### config.mk
export PLATFORM = sky130hd
export DESIGN_NAME = exu_ecl
export DESIGN_NICKNAME = d
export VERILOG_FILES = /design/src/verilog/ecl_pkg.sv /design/src/verilog/ecl_issue.sv /design/src/verilog/ecl_bypass.sv /design/src/verilog/ecl_lsu_ctl.sv /design/src/verilog/ecl_writeback.sv /design/src/verilog/exu_ecl.sv
export SDC_FILE = /design/constraint.sdc
export NUM_CORES = 1
export LEC_CHECK = 0
export ABC_AREA = 1
export BUFFER_PORTS_ARGS = -buffer_cell sky130_fd_sc_hd__buf_2
export CAP_MARGIN = 40
export CORE_AREA = 2 2 180 182
export CTS_BUF_LIST = sky130_fd_sc_hd__clkbuf_16
export DETAILED_ROUTE_END_ITERATION = 7
export DIE_AREA = 0 0 182 184
export SYNTH_ARGS = -nofsm -noshare
export SYNTH_HDL_FRONTEND = slang
export SYNTH_SLANG_ARGS = --single-unit
### constraint.sdc
create_clock -name clk -period 1.8 [get_ports clk]
set_input_delay 0.18 -clock clk [delete_from_list [all_inputs] [get_ports clk]]
set_output_delay 0.18 -clock clk [all_outputs]
set_load 0.005 [all_outputs]
### src/verilog/ecl_pkg.sv
package ecl_pkg;

   //////////////////////////////////////////////////
   // data path
   //////////////////////////////////////////////////

   localparam int GRLEN = 32;

   // execution unit class, anything else decodes as illegal
   typedef enum logic [1:0] {
      UNIT_ALU = 2'd0,
      UNIT_LSU = 2'd1,
      UNIT_ILL = 2'd2
   } unit_e;

   typedef enum logic [2:0] {
      ALU_ADD = 3'd0,
      ALU_SUB = 3'd1,
      ALU_AND = 3'd2,
      ALU_OR  = 3'd3,
      ALU_XOR = 3'd4,
      ALU_SLT = 3'd5
   } alu_op_e;

   typedef enum logic {
      LSU_LD_W = 1'b0,
      LSU_ST_W = 1'b1
   } lsu_op_e;

   //////////////////////////////////////////////////
   // stage bundles
   //////////////////////////////////////////////////

   // decoded instruction from fetch
   typedef struct packed {
      logic             valid;
      unit_e            unit;
      alu_op_e          alu_op;
      lsu_op_e          lsu_op;
      logic [31:0]      inst;
      logic [GRLEN-1:0] pc;
      logic [GRLEN-1:0] imm;
      logic             use_pc;
      logic             use_imm;
      logic             rf_wen;
   } issue_s;

   // instruction sitting in execute
   typedef struct packed {
      logic             alu_valid;
      logic             lsu_valid;
      alu_op_e          alu_op;
      lsu_op_e          lsu_op;
      logic [4:0]       rs1;
      logic [4:0]       rs2;
      logic [4:0]       rd;
      logic             rf_wen;
      logic [GRLEN-1:0] pc;
      logic [GRLEN-1:0] imm;
      logic             use_pc;
      logic             use_imm;
   } ex_s;

   typedef struct packed {
      logic             valid;
      lsu_op_e          op;
      logic [GRLEN-1:0] base;
      logic [GRLEN-1:0] offset;
      logic [GRLEN-1:0] wdata;
      logic [4:0]       rd;
      logic             wen;
   } lsu_req_s;

   typedef struct packed {
      logic             finish;
      logic [4:0]       rd;
      logic             wen;
      logic [GRLEN-1:0] rdata;
   } lsu_resp_s;

   // one register file write
   typedef struct packed {
      logic             wen;
      logic [4:0]       rd;
      logic [GRLEN-1:0] data;
   } wb_s;

endpackage

### src/verilog/ecl_issue.sv
`timescale 1ns/1ps

module ecl_issue (
   input  logic            clk,
   input  logic            rst_n,
   input  ecl_pkg::issue_s issue,
   input  logic            stall_req,
   output logic [4:0]      rs1_d,
   output logic [4:0]      rs2_d,
   output ecl_pkg::ex_s    ex,
   output logic            except
);

   logic         accept_d;
   logic         alu_disp_d;
   logic         lsu_disp_d;
   logic         ill_disp_d;
   logic         store_d;
   logic [4:0]   rj_d;
   logic [4:0]   rk_d;
   logic [4:0]   rd_d;
   ecl_pkg::ex_s ex_d;
   ecl_pkg::ex_s ex_q;
   logic         ill_q;

   //////////////////////////////////////////////////
   // register addresses
   //////////////////////////////////////////////////

   assign rd_d = issue.inst[4:0];
   assign rj_d = issue.inst[9:5];
   assign rk_d = issue.inst[14:10];

   assign store_d = (issue.unit == ecl_pkg::UNIT_LSU) && (issue.lsu_op == ecl_pkg::LSU_ST_W);

   // store data sits in rd
   assign rs1_d = rj_d;
   assign rs2_d = store_d ? rd_d : rk_d;

   //////////////////////////////////////////////////
   // accept and dispatch
   //////////////////////////////////////////////////

   // the cycle of except kills whatever is presented
   assign accept_d = issue.valid && !stall_req && !except;

   assign alu_disp_d = accept_d && (issue.unit == ecl_pkg::UNIT_ALU);
   assign lsu_disp_d = accept_d && (issue.unit == ecl_pkg::UNIT_LSU);
   // unknown unit codes are treated as illegal too
   assign ill_disp_d = accept_d && !alu_disp_d && !lsu_disp_d;

   always_comb begin
      ex_d           = '0;
      ex_d.alu_valid = alu_disp_d;
      ex_d.lsu_valid = lsu_disp_d;
      ex_d.alu_op    = issue.alu_op;
      ex_d.lsu_op    = issue.lsu_op;
      ex_d.rs1       = rs1_d;
      ex_d.rs2       = rs2_d;
      ex_d.rd        = rd_d;
      ex_d.rf_wen    = issue.rf_wen;
      ex_d.pc        = issue.pc;
      ex_d.imm       = issue.imm;
      ex_d.use_pc    = issue.use_pc;
      ex_d.use_imm   = issue.use_imm;
   end

   //////////////////////////////////////////////////
   // decode to execute
   //////////////////////////////////////////////////

   // bubble when both valids are low
   always_ff @(posedge clk) begin
      if (!rst_n) begin
         ex_q  <= '0;
         ill_q <= 1'b0;
      end else begin
         ex_q  <= ex_d;
         ill_q <= ill_disp_d;
      end
   end

   assign ex = ex_q;

   // one cycle pulse after an illegal instruction
   assign except = ill_q;

endmodule

### src/verilog/ecl_bypass.sv
`timescale 1ns/1ps

module ecl_bypass (
   input  ecl_pkg::ex_s                ex,
   input  logic [ecl_pkg::GRLEN-1:0]   rs1_data_e,
   input  logic [ecl_pkg::GRLEN-1:0]   rs2_data_e,
   input  ecl_pkg::wb_s                wb_m,
   input  ecl_pkg::wb_s                wb_w,
   output logic [ecl_pkg::GRLEN-1:0]   opa_e,
   output logic [ecl_pkg::GRLEN-1:0]   opb_e,
   output logic [ecl_pkg::GRLEN-1:0]   alu_a_e,
   output logic [ecl_pkg::GRLEN-1:0]   alu_b_e
);

   // youngest write wins, memory stage first
   function automatic logic [ecl_pkg::GRLEN-1:0] fwd(
      input logic [4:0]                rs,
      input logic [ecl_pkg::GRLEN-1:0] rf_data,
      input ecl_pkg::wb_s              m,
      input ecl_pkg::wb_s              w
   );
      logic [ecl_pkg::GRLEN-1:0] val;
      if (m.wen && (m.rd == rs)) begin
         val = m.data;
      end else if (w.wen && (w.rd == rs)) begin
         val = w.data;
      end else begin
         val = rf_data;
      end
      return val;
   endfunction

   assign opa_e = fwd(ex.rs1, rs1_data_e, wb_m, wb_w);
   assign opb_e = fwd(ex.rs2, rs2_data_e, wb_m, wb_w);

   // operand select
   assign alu_a_e = ex.use_pc  ? ex.pc  : opa_e;
   assign alu_b_e = ex.use_imm ? ex.imm : opb_e;

endmodule

### src/verilog/ecl_lsu_ctl.sv
`timescale 1ns/1ps

module ecl_lsu_ctl (
   input  logic                        clk,
   input  logic                        rst_n,
   input  ecl_pkg::ex_s                ex,
   input  logic [ecl_pkg::GRLEN-1:0]   opa_e,
   input  logic [ecl_pkg::GRLEN-1:0]   opb_e,
   input  logic                        finish,
   output ecl_pkg::lsu_req_s           lsu_req,
   output logic                        stall_req
);

   logic pending_q;

   always_comb begin
      lsu_req.valid  = ex.lsu_valid;
      lsu_req.op     = ex.lsu_op;
      lsu_req.base   = opa_e;
      lsu_req.offset = ex.imm;
      lsu_req.wdata  = opb_e;
      lsu_req.rd     = ex.rd;
      // only loads come back with a register write
      lsu_req.wen    = ex.rf_wen && (ex.lsu_op == ecl_pkg::LSU_LD_W);
   end

   // outstanding access, held through the finish cycle
   always_ff @(posedge clk) begin
      if (!rst_n) begin
         pending_q <= 1'b0;
      end else if (lsu_req.valid) begin
         pending_q <= 1'b1;
      end else if (finish) begin
         pending_q <= 1'b0;
      end
   end

   assign stall_req = lsu_req.valid || pending_q;

endmodule

### src/verilog/ecl_writeback.sv
`timescale 1ns/1ps

module ecl_writeback (
   input  logic                        clk,
   input  logic                        rst_n,
   input  ecl_pkg::ex_s                ex,
   input  logic [ecl_pkg::GRLEN-1:0]   alu_res_e,
   input  ecl_pkg::lsu_resp_s          lsu_resp,
   input  logic [ecl_pkg::GRLEN-1:0]   rs1_data_d,
   input  logic [ecl_pkg::GRLEN-1:0]   rs2_data_d,
   output logic [ecl_pkg::GRLEN-1:0]   rs1_data_e,
   output logic [ecl_pkg::GRLEN-1:0]   rs2_data_e,
   output ecl_pkg::wb_s                wb_m,
   output ecl_pkg::wb_s                wb
);

   logic                      alu_wen_m;
   logic [4:0]                alu_rd_m;
   logic [ecl_pkg::GRLEN-1:0] alu_res_m;
   logic                      wen_w;
   logic [4:0]                rd_w;
   logic [ecl_pkg::GRLEN-1:0] data_w;

   // register file data for the execute stage
   always_ff @(posedge clk) begin
      rs1_data_e <= rs1_data_d;
      rs2_data_e <= rs2_data_d;
   end

   //////////////////////////////////////////////////
   // execute to memory
   //////////////////////////////////////////////////

   always_ff @(posedge clk) begin
      if (!rst_n) begin
         alu_wen_m <= 1'b0;
      end else begin
         alu_wen_m <= ex.alu_valid && ex.rf_wen;
      end
   end

   always_ff @(posedge clk) begin
      alu_rd_m  <= ex.rd;
      alu_res_m <= alu_res_e;
   end

   // a finishing load owns the port
   always_comb begin
      if (lsu_resp.finish) begin
         wb_m.wen  = lsu_resp.wen;
         wb_m.rd   = lsu_resp.rd;
         wb_m.data = lsu_resp.rdata;
      end else begin
         wb_m.wen  = alu_wen_m;
         wb_m.rd   = alu_rd_m;
         wb_m.data = alu_res_m;
      end
   end

   //////////////////////////////////////////////////
   // memory to writeback
   //////////////////////////////////////////////////

   always_ff @(posedge clk) begin
      if (!rst_n) begin
         wen_w <= 1'b0;
      end else begin
         wen_w <= wb_m.wen;
      end
   end

   always_ff @(posedge clk) begin
      rd_w   <= wb_m.rd;
      data_w <= wb_m.data;
   end

   assign wb = '{wen: wen_w, rd: rd_w, data: data_w};

endmodule

### src/verilog/exu_ecl.sv
`timescale 1ns/1ps

module exu_ecl (
   input  logic                        clk,
   input  logic                        rst_n,
   input  ecl_pkg::issue_s             issue,
   input  logic [ecl_pkg::GRLEN-1:0]   rs1_data_d,
   input  logic [ecl_pkg::GRLEN-1:0]   rs2_data_d,
   input  logic [ecl_pkg::GRLEN-1:0]   alu_res_e,
   input  ecl_pkg::lsu_resp_s          lsu_resp,
   output logic [4:0]                  rs1_d,
   output logic [4:0]                  rs2_d,
   output logic [ecl_pkg::GRLEN-1:0]   alu_a_e,
   output logic [ecl_pkg::GRLEN-1:0]   alu_b_e,
   output ecl_pkg::alu_op_e            alu_op_e,
   output ecl_pkg::lsu_req_s           lsu_req,
   output ecl_pkg::wb_s                wb,
   output logic                        stall_req,
   output logic                        except
);

   ecl_pkg::ex_s               ex;
   ecl_pkg::wb_s               wb_m;
   logic [ecl_pkg::GRLEN-1:0]  rs1_data_e;
   logic [ecl_pkg::GRLEN-1:0]  rs2_data_e;
   logic [ecl_pkg::GRLEN-1:0]  opa_e;
   logic [ecl_pkg::GRLEN-1:0]  opb_e;

   assign alu_op_e = ex.alu_op;

   ecl_issue u_issue (
      .clk       (clk),
      .rst_n     (rst_n),
      .issue     (issue),
      .stall_req (stall_req),
      .rs1_d     (rs1_d),
      .rs2_d     (rs2_d),
      .ex        (ex),
      .except    (except)
   );

   // ALU path
   ecl_bypass u_bypass (
      .ex         (ex),
      .rs1_data_e (rs1_data_e),
      .rs2_data_e (rs2_data_e),
      .wb_m       (wb_m),
      .wb_w       (wb),
      .opa_e      (opa_e),
      .opb_e      (opb_e),
      .alu_a_e    (alu_a_e),
      .alu_b_e    (alu_b_e)
   );

   // memory path
   ecl_lsu_ctl u_lsu_ctl (
      .clk       (clk),
      .rst_n     (rst_n),
      .ex        (ex),
      .opa_e     (opa_e),
      .opb_e     (opb_e),
      .finish    (lsu_resp.finish),
      .lsu_req   (lsu_req),
      .stall_req (stall_req)
   );

   ecl_writeback u_writeback (
      .clk        (clk),
      .rst_n      (rst_n),
      .ex         (ex),
      .alu_res_e  (alu_res_e),
      .lsu_resp   (lsu_resp),
      .rs1_data_d (rs1_data_d),
      .rs2_data_d (rs2_data_d),
      .rs1_data_e (rs1_data_e),
      .rs2_data_e (rs2_data_e),
      .wb_m       (wb_m),
      .wb         (wb)
   );

endmodule

==> results.yml, run 1 <==
placement:
  portBuffers: 446
  hpwl_um: 32000
  gp_congestion: 0.971
setup_path:
  crit_arrival_ns: 2.19
  cp-end-kind: "output pin"
  startpoint: "u_issue.ex[75]$_SDFF_PN0_"
  path_class: "register to output pin"
  required_ns: 1.62
  startpoint_type: "register"
  crit_path_max_fanout: 5
  r2r_start: "u_issue.ex[86]$_SDFF_PN0_"
global_route:
  gr-total-overflow: 0
  grt_first_pass_wirelength_um: 67000
  grt_pass1_vias: 11913
  antenna_found_initial: 1
  grt_usage: 0.261
  grt_max_degree: 41
timing:
  setup_viol: 128
  tightestPinTransition_ns: 0.518
  fin_ws_ns: -0.575
  finalCriticalPeriod_ns: 2.37
  slew_headroom: 0.652
  period_share: 1.32
  final-hold-violation-count: 0
  max_freq_mhz: 421
  slew_violations: 0
  fin_skew_ns: 0.0104
  holdWs_ns: 0.0480
  rsz0062_at_grt: "yes"
synthesis:
  synthMuxAreaShare: 0
  yosysMostFrequentCell: "nand2_1"
  ys_top_cells_by_count: "nand2_1, inv_1, dfxtp_1"
  yosysSeqAreaShare: 0.450
  synth_ff_type: "dfxtp_1"
  syn_area_per_cell_um2: 7.01
  synth_compound_area_frac: 0.0252
  synth_top_area_cell: "dfxtp_1"
  synth_xor_area_frac: 0
  synth_top_cell_area_share: 0.450
  syn_area_um2: 10200
  synth.distinct_cells: 27
  yosys.area_share.simple: 0.362
  synth_cells: 1460
  synth_nets: 1703
  synth-seq-cells: 230
  ys_warn_count: 0
  synth_edf_count: 0
  synthTopCellsByArea: "dfxtp_1, nand2_1, inv_1"
  async_reset_ff_frac: 0
  synth_fa_ha_area_frac: 0
  synth_top_family_by_area: "simple AND/OR/NAND/NOR gates"
cts:
  path_clk_slew_ns: 0.06
  cts_tree: "built"
  ctsLongestPathBuffers: 3
  root_buffer: "clkbuf_16"
  cts.sinks: 230
  h-tree-depth: 1
  cts_inserted_buffers: 27
  clkLatencyLatePin_ns: 0.54
pwr:
  clockPowerShare: 0.381
  power_per_cell_area_nw_per_um2: 773
  combPwrFrac: 0.237
  p_switching_uw: 4130
  seqPwrFrac: 0.382
  irDropWorstVdd_uv: 692
  switching_share: 0.285
  p_int_uw: 10400
  p_leak_uw: 0.0100
  p_total_uw: 14500
outcome:
  failed_checks: "setup timing"
  status: "complete, but fails checks"
die:
  die_h_um: 184
  start_util: 0.326
  ioPinCount: 464
  die_x_um: 182
  num_rows: 65
  die_area_um2: 33500
  core_area_um2: 31400
layout:
  num-nets-final: 2393
  fin_util: 0.597
  drive_gt1_frac: 0.477
  syn2layout_area_growth_pct: 83.2
  n_fill_cell: 2622
hold_path:
  min_from: "rst_n"
  hp-class: "primary input to register"
route:
  num_vias: 12150
  drtPass1Iterations: 5
  avgRoutedWirePerCell_um: 18.9
  drt_wl_total_um: 48500
  dr.first_iter.drc_count: 738
  drc: 0
  via_per_inst: 4.72
  ant_nets: 0
job:
  maxCapViolations: 0
timing repair:
action | in CTS | in global routing
hold buffers | 191 | 1
resized for setup | 184 | 371
pin swaps | 35 | 146
setup endpoints to repair | 128 | 133
hold endpoints to repair | 194 | 1
cloned | 9 | 12
buffers inserted | 25 | 23
cell usage in the layout, fill, tap and decap left out, types with 3 or more instances in the layout:
cell type,n
a211oi_1,5
a21oi_1,7
and2_1,23
and2_4,41
buf_12,30
buf_16,4
buf_2,406
buf_4,64
buf_6,65
buf_8,8
bufinv_16,4
clkbuf_16,38
clkinv_1,5
clkinvlp_4,3
dfxtp_1,207
dfxtp_2,12
dfxtp_4,11
dlygate4sd3_1,191
inv_1,240
inv_2,10
inv_4,4
nand2_1,316
nand2_2,124
nand2_4,36
nand3_1,66
nand3_2,85
nand3_4,29
nand4_1,33
nor2_1,5
nor2_4,12
o21ai_0,5
o21ai_1,28
or2_2,36
layer usage:
layer | vias to the layer above | share of wire | global-route usage
met2 | 620 | 0.50 | 0.475
li1 | 5766 | - | -
met1 | 5626 | 0.39 | 0.297
met5 | - | 0 | 0
met3 | 138 | 0.068 | 0.0529
met4 | 0 | 0.046 | 0.107
kinds of logic (layout without fill, tap and decap cells):
| family | count (synthesis) | after routing |
|---|---|---|
| AO/OA/AOI/OAI | 49 | 49 |
| other | 0 | 2 |
| flip-flops | 230 | 230 |
| buffers and inverters | 369 | 1077 |
| AND/OR/NAND/NOR | 812 | 812 |
metrics by stage:
step	TNS [ns]	setup slack [ns]	instances	instance area (µm²)
finish	-66.06	-0.575	2572	18800
CTS	-69.97	-0.603	2545	17000
global route	-78.35	-0.712	2570	18700
global placement	-14.59	-0.217	2274	13200
detailed placement	-13.71	-0.198	2274	13200
floorplan	0	0.240	1460	10200
layout make-up:
class / instances / area [µm²] / share of cell area
Antenna cell: 2 / 5.00 / 0.000267
Clock buffer: 27 / 676 / 0.0360
Clock inverter: 20 / 199 / 0.0106
Inverter: 250 / 957 / 0.0510
Multi-Input combinational cell: 861 / 5480 / 0.292
Sequential cell: 230 / 4660 / 0.249
Tap cell: 402 / 503 / 0.0268
Timing Repair Buffer: 779 / 6260 / 0.334
Timing Repair inverter: 1 / 5.00 / 0.000267
registers in the layout, indices dropped and copies added (netlist names):
name and cells:
u_writeback.rs1_data_e 32, u_writeback.alu_wen_m 1, u_writeback.wen_w 1, u_issue.except 1
u_issue.ex 88, u_writeback.rs2_data_e 32, u_lsu_ctl.pending_q 1, u_writeback.alu_res_m 32
u_writeback.data_w 32, u_writeback.alu_rd_m 5, u_writeback.rd_w 5
critical path: stages (launching register included):
cell,delay (ns)
dfxtp_4,0.36
buf_6,0.13
nand2_4,0.07
nand2_2,0.07
nor2_4,0.10
nand3_4,0.16
buf_8,0.19
buf_6,0.11
nand2_2,0.05
nand2_2,0.04
nand2_1,0.08
nand3_1,0.08
nand2_1,0.07
buf_2,0.12
power groups by stage:
stage                     registers (µW)  clock network (µW)  logic [µW]
after floorplan                     5600                   0        1070
after global placement              5630                   0        2250
after detailed placement            5640                   0        2260
after CTS                           5530                5620        2880
after global routing                5570                5830        3670
final                               5540                5520        3430
path summary, 6_finish.rpt:
kind / cells past startpoint / to / slack [ns]
hold reg to reg: 0 / u_writeback.alu_rd_m[4]$_DFF_P_ / 0.34
setup / recovery: 13 / alu_b_e[21] / -0.57
hold / removal: 3 / u_issue.ex[83]$_SDFF_PN0_ / 0.05
setup reg to reg: 4 / u_issue.ex[86]$_SDFF_PN0_ / 0.18
Power figures use the tool's default switching activity.
==> run 2, diff against run 1 <==
--- a/config.mk
+++ b/config.mk
@@ -15,3 +15,4 @@
 export SYNTH_ARGS = -nofsm -noshare
 export SYNTH_HDL_FRONTEND = slang
 export SYNTH_SLANG_ARGS = --single-unit
+export TNS_END_PERCENT = 5
==> run 2 against run 1 <==
- the flow still finishes with violations (setup timing)
- combinational power down 14%
- sequential power is essentially flat
- core utilization decreased by 4.7 points
- via count fell by 3.3%
- die area stayed put
- worst setup slack got worse by 0.050 ns
- clock power is essentially flat
- critical path depth unchanged
- critical path type unchanged
==> results.yml, run 2 (same netlist as run 1, synthesis figures left out) <==
setup_path:
  cp-end-kind: "output pin"
  crit_path_max_fanout: 5
  slowest_delay_ns: 0.36
  path_class: "register to output pin"
  path_cells: "buf_6 -> nand2_4 -> nand2_4 -> nor2_4 -> nand3_4 -> buf_8 -> buf_6 -> nand2_2 -> nand2_1 -> nand2_1 -> nand3_1 -> nand2_1 -> buf_2"
  path_delay_family: "simple AND/OR/NAND/NOR gates"
  slowest_stage: "dfxtp_4"
  required_ns: 1.62
  crit_arrival_ns: 2.24
  startpoint_type: "register"
  crit_buf_inv: 4
  cp_common_cell: "nand2_1"
placement:
  portBuffers: 446
  placed_cells: 2274
  hpwl_um: 32000
  gp_congestion: 0.971
pwr:
  power_per_cell_area_nw_per_um2: 811
  irDropWorstVdd_uv: 671
  p_leak_uw: 0.00959
global_route:
  grt_usage: 0.254
  grt_pass1_vias: 11773
  gr-total-overflow: 0
  grt_first_pass_wirelength_um: 65300
  grt_max_degree: 41
  antenna_found_initial: 1
die:
  die_area_um2: 33500
  start_util: 0.326
  die_x_um: 182
  core_area_um2: 31400
  num_rows: 65
  die_h_um: 184
  ioPinCount: 464
timing:
  finalCriticalPeriod_ns: 2.42
  rsz0062_at_grt: "yes"
  period_share: 1.35
  final-hold-violation-count: 0
  fin_skew_ns: 0.00830
  setup_viol: 133
  fin_tns_setup_ns: -68.41
  fin_ws_ns: -0.625
  tightestPinTransition_ns: 0.500
  slew_headroom: 0.664
  max_freq_mhz: 412
  slew_violations: 0
route:
  drc: 0
  dr.first_iter.drc_count: 650
  drt_wl_total_um: 45900
  ant_nets: 0
  drtPass1Iterations: 5
  avgRoutedWirePerCell_um: 18.0
  num_vias: 11750
  via_per_inst: 4.61
outcome:
  failed_checks: "setup timing"
  status: "complete, but fails checks"
cts:
  clkLatencyLatePin_ns: 0.54
  root_buffer: "clkbuf_16"
  cts.sinks: 230
  h-tree-depth: 1
  ctsLongestPathBuffers: 3
  cts_inserted_buffers: 27
  path_clk_slew_ns: 0.06
  cts_tree: "built"
job:
  maxCapViolations: 0
hold_path:
  hp-class: "primary input to register"
layout:
  fin_util: 0.550
  final_common_cell: "buf_2"
  n_fill_cell: 2806
  instances_no_fill: 2547
  num-nets-final: 2368
  syn2layout_area_growth_pct: 68.7
  drive_gt1_frac: 0.402
  final_cell_mix: "buf_2, nand2_1, inv_1"
  largest_reg_flops: 88
[run 2: cell count changes in the layout (fill, tap and decap cells not counted), moves of 9 or more]
cell     change
nand3_4     -25
buf_2       +26
buf_6       -32
nand3_1     +73
buf_12       -9
nand2_1     +57
nand3_2     -48
nand2_2     -33
nand2_4     -24
and2_1      +11
and2_4      -11
[run 2: final timing paths]
| check | from | end | slack [ns] | cells after the start |
|---|---|---|---|---|
| worst max register to register | u_issue.ex[86]$_SDFF_PN0_ | u_issue.ex[86]$_SDFF_PN0_ | 0.20 | 4 |
| worst min-delay path | lsu_resp[13] | u_writeback.data_w[13]$_DFF_P_ | 0.03 | 4 |
| worst min register to register | u_issue.ex[71]$_SDFF_PN0_ | u_writeback.alu_rd_m[4]$_DFF_P_ | 0.34 | 0 |
| worst max-delay path | u_issue.ex[75]$_SDFF_PN0_ | alu_b_e[21] | -0.62 | 13 |
[run 2: what timing repair did]
action,in CTS,in global routing
pin swaps,13,54
endpoints found under the hold margin,194,0
hold buffers,191,0
setup buffers,10,13
gates resized for setup,88,189
setup endpoints to repair,128,133
gates cloned,3,9
[run 2: through the flow]
step / setup WS [ns] / instance area, µm² / hold WS, ns / power [µW]
after floorplan: 0.240 / 10200 / 0.208 / 6670
after global placement: -0.217 / 13200 / 0.283 / 7890
final: -0.625 / 17300 / 0.0279 / 14000
after detailed placement: -0.198 / 13200 / 0.284 / 7900
after CTS: -0.604 / 16400 / 0.00861 / 13900
after global routing: -0.735 / 17300 / 0.0223 / 14600
[run 2: metal layers]
metal	wire length (µm)	vias to the layer above	GRT usage
met2	22600	559	0.462
met1	18100	5367	0.290
met5	0	-	0
met3	3210	120	0.0499
met4	2060	0	0.108
li1	-	5704	-
[run 2: where the power goes]
part | total [µW] | switching (µW) | internal, µW | leakage [µW]
Sequential | 5540 | 144 | 5390 | 0.00194
Combinational | 2960 | 1510 | 1450 | 0.00721
Clock | 5510 | 2230 | 3280 | 0.000442
[run 2: area by class of cell]
class | instances | area, µm² | area share
clock inverters | 20 | 199 | 0.0115
inverters | 250 | 943 | 0.0546
clock buffers | 27 | 676 | 0.0391
repair buffers | 755 | 5670 | 0.328
diodes | 2 | 5.00 | 0.000290
multi-input cells | 861 | 4630 | 0.268
well taps | 402 | 503 | 0.0291
flip-flops and latches | 230 | 4650 | 0.269
[run 2: worst register-to-register path: cells and delay by family, from the launching register on]
family	cells	cell delay, ns
AND/OR/NAND/NOR	3	0.63
buffers and inverters	1	0.59
flip-flops	1	0.32
==> run 3, diff against run 2 <==
--- a/config.mk
+++ b/config.mk
@@ -8,10 +8,10 @@
 export ABC_AREA = 1
 export BUFFER_PORTS_ARGS = -buffer_cell sky130_fd_sc_hd__buf_2
 export CAP_MARGIN = 40
-export CORE_AREA = 2 2 180 182
-export CTS_BUF_LIST = sky130_fd_sc_hd__clkbuf_16
+export CORE_AREA = 2 2 181 183
+export CTS_BUF_LIST = sky130_fd_sc_hd__clkbuf_4 sky130_fd_sc_hd__clkbuf_8 sky130_fd_sc_hd__clkbuf_16
 export DETAILED_ROUTE_END_ITERATION = 7
-export DIE_AREA = 0 0 182 184
+export DIE_AREA = 0 0 183 185
 export SYNTH_ARGS = -nofsm -noshare
 export SYNTH_HDL_FRONTEND = slang
 export SYNTH_SLANG_ARGS = --single-unit
==> run 3 against run 2 <==
- the run still ends with setup timing left
- sequential power is essentially flat
- clock power up 14%
- clock skew fell by 0.0018 ns
- critical endpoint is now lsu_req[31]
- largest cell class unchanged
==> results.yml, run 3 (same netlist as run 1, synthesis figures left out) <==
pwr:
  p_leak_uw: 0.00968
  irDropWorstVdd_uv: 735
  power_per_cell_area_nw_per_um2: 847
timing:
  max_freq_mhz: 418
  fin_ws_ns: -0.595
  final-hold-violation-count: 0
  slew_violations: 0
  holdWs_ns: 0.0159
  tightestPinTransition_ns: 0.420
  setup_viol: 128
  slew_headroom: 0.717
  fin_skew_ns: 0.00651
  rsz0062_at_grt: "yes"
  finalCriticalPeriod_ns: 2.40
  period_share: 1.33
die:
  core_area_um2: 32000
  start_util: 0.319
  die_h_um: 185
  die_x_um: 183
  num_rows: 66
  die_area_um2: 33900
  ioPinCount: 464
global_route:
  gr-total-overflow: 0
  grt_pass1_vias: 11624
  grt_usage: 0.252
  grt_first_pass_wirelength_um: 64900
  antenna_found_initial: 1
  grt_max_degree: 39
route:
  drc: 0
  drt_wl_total_um: 47200
  num_vias: 11810
  via_per_inst: 4.63
  ant_nets: 0
  dr.first_iter.drc_count: 658
  avgRoutedWirePerCell_um: 18.5
  drtPass1Iterations: 6
setup_path:
  r2r_start: "u_issue.ex[86]$_SDFF_PN0_"
  cp-end-kind: "output pin"
  required_ns: 1.62
  startpoint_type: "register"
  path_class: "register to output pin"
  startpoint: "u_writeback.alu_rd_m[4]$_DFF_P_"
  crit_path_max_fanout: 19
  crit_arrival_ns: 2.22
outcome:
  failed_checks: "setup timing"
  status: "complete, but fails checks"
placement:
  portBuffers: 446
  gp_congestion: 0.933
  dpl_cell_area_um2: 13100
  hpwl_um: 31300
cts:
  cts_inserted_buffers: 27
  root_buffer: "clkbuf_16"
  path_clk_slew_ns: 0.06
  h-tree-depth: 1
  ctsLongestPathBuffers: 3
  cts_tree: "built"
  clkLatencyLatePin_ns: 0.54
  cts.sinks: 230
layout:
  n_fill_cell: 2921
  multi_input_area_um2: 4800
  regArea_um2: 4660
  largest_reg_flops: 88
  fin_area_um2: 17700
  drive_gt1_frac: 0.417
  final_cell_mix: "buf_2, nand2_1, inv_1"
  syn2layout_area_growth_pct: 72.8
  num-nets-final: 2364
  final_common_cell: "buf_2"
hold_path:
  hp-class: "primary input to register"
  min_from: "issue[104]"
job:
  maxCapViolations: 0
==> run 3: changes by cell type in the layout (fill, tap and decap cells not counted), moves of 7 or more <==
cell / delta
nand3_1: -15
nand2_1: -11
buf_6: -9
inv_1: -9
buf_12: +8
nand2_2: +8
nand3_4: +8
nand3_2: +7
==> run 3: stage by stage <==
stage | utilization | TNS [ns] | setup WS (ns) | power, µW | instances
floorplan | - | 0 | 0.240 | 6670 | 1460
global placement | 0.408 | -10.08 | -0.247 | 7880 | 2266
detailed placement | 0.408 | -15.85 | -0.263 | 7900 | 2266
CTS | 0.520 | -68.23 | -0.602 | 14600 | 2528
global route | 0.552 | -75.71 | -0.691 | 15500 | 2549
finish | 0.552 | -62.94 | -0.595 | 15000 | 2550
==> run 3: final cells by class <==
type,instances,area share
multi-input combinational,861,0.271
clock buffer,33,0.0425
tap,408,0.0289
timing repair buffer,751,0.325
clock inverter,16,0.0151
antenna,1,0.000141
inverter,250,0.0538
sequential,230,0.263
==> run 3: path summary, 6_finish.rpt <==
path	end	slack, ns	depth (start not counted)
setup / recovery	lsu_req[31]	-0.60	10
hold / removal	u_issue.except$_SDFF_PN0_	0.02	4
setup reg to reg	u_issue.ex[86]$_SDFF_PN0_	0.23	4
hold reg to reg	u_writeback.alu_rd_m[4]$_DFF_P_	0.35	0
==> run 3: critical path, stage by stage, from the launching register on <==
cell and delay [ns]:
dfxtp_2 0.32, nand2_4 0.08, nand2_4 0.06, nand2_2 0.08
nand2_2 0.06, nor2_4 0.20, buf_4 0.16, buf_12 0.15
nand4_1 0.21, and2_4 0.22, buf_2 0.12
==> run 3: report_power, final <==
part | internal, µW | total, µW | switching [µW]
Sequential | 5390 | 5540 | 153
Combinational | 1580 | 3190 | 1610
Clock | 3960 | 6260 | 2300
==> run 3: metal layers <==
metal  GRT usage  share of wire  up-vias
met5           0              0        -
met4      0.0931          0.040        0
met3      0.0552          0.074      113
met2       0.448           0.49      523
met1       0.296           0.40     5488
li1            -              -     5686
==> run 3: repair_timing <==
item,4_1_cts,5_1_grt
setup buffers,12,15
cloned,5,12
resized for setup,100,211
hold buffers,196,0
setup endpoints to repair,128,133
pin swaps,61,69
endpoints found under the hold margin,199,0
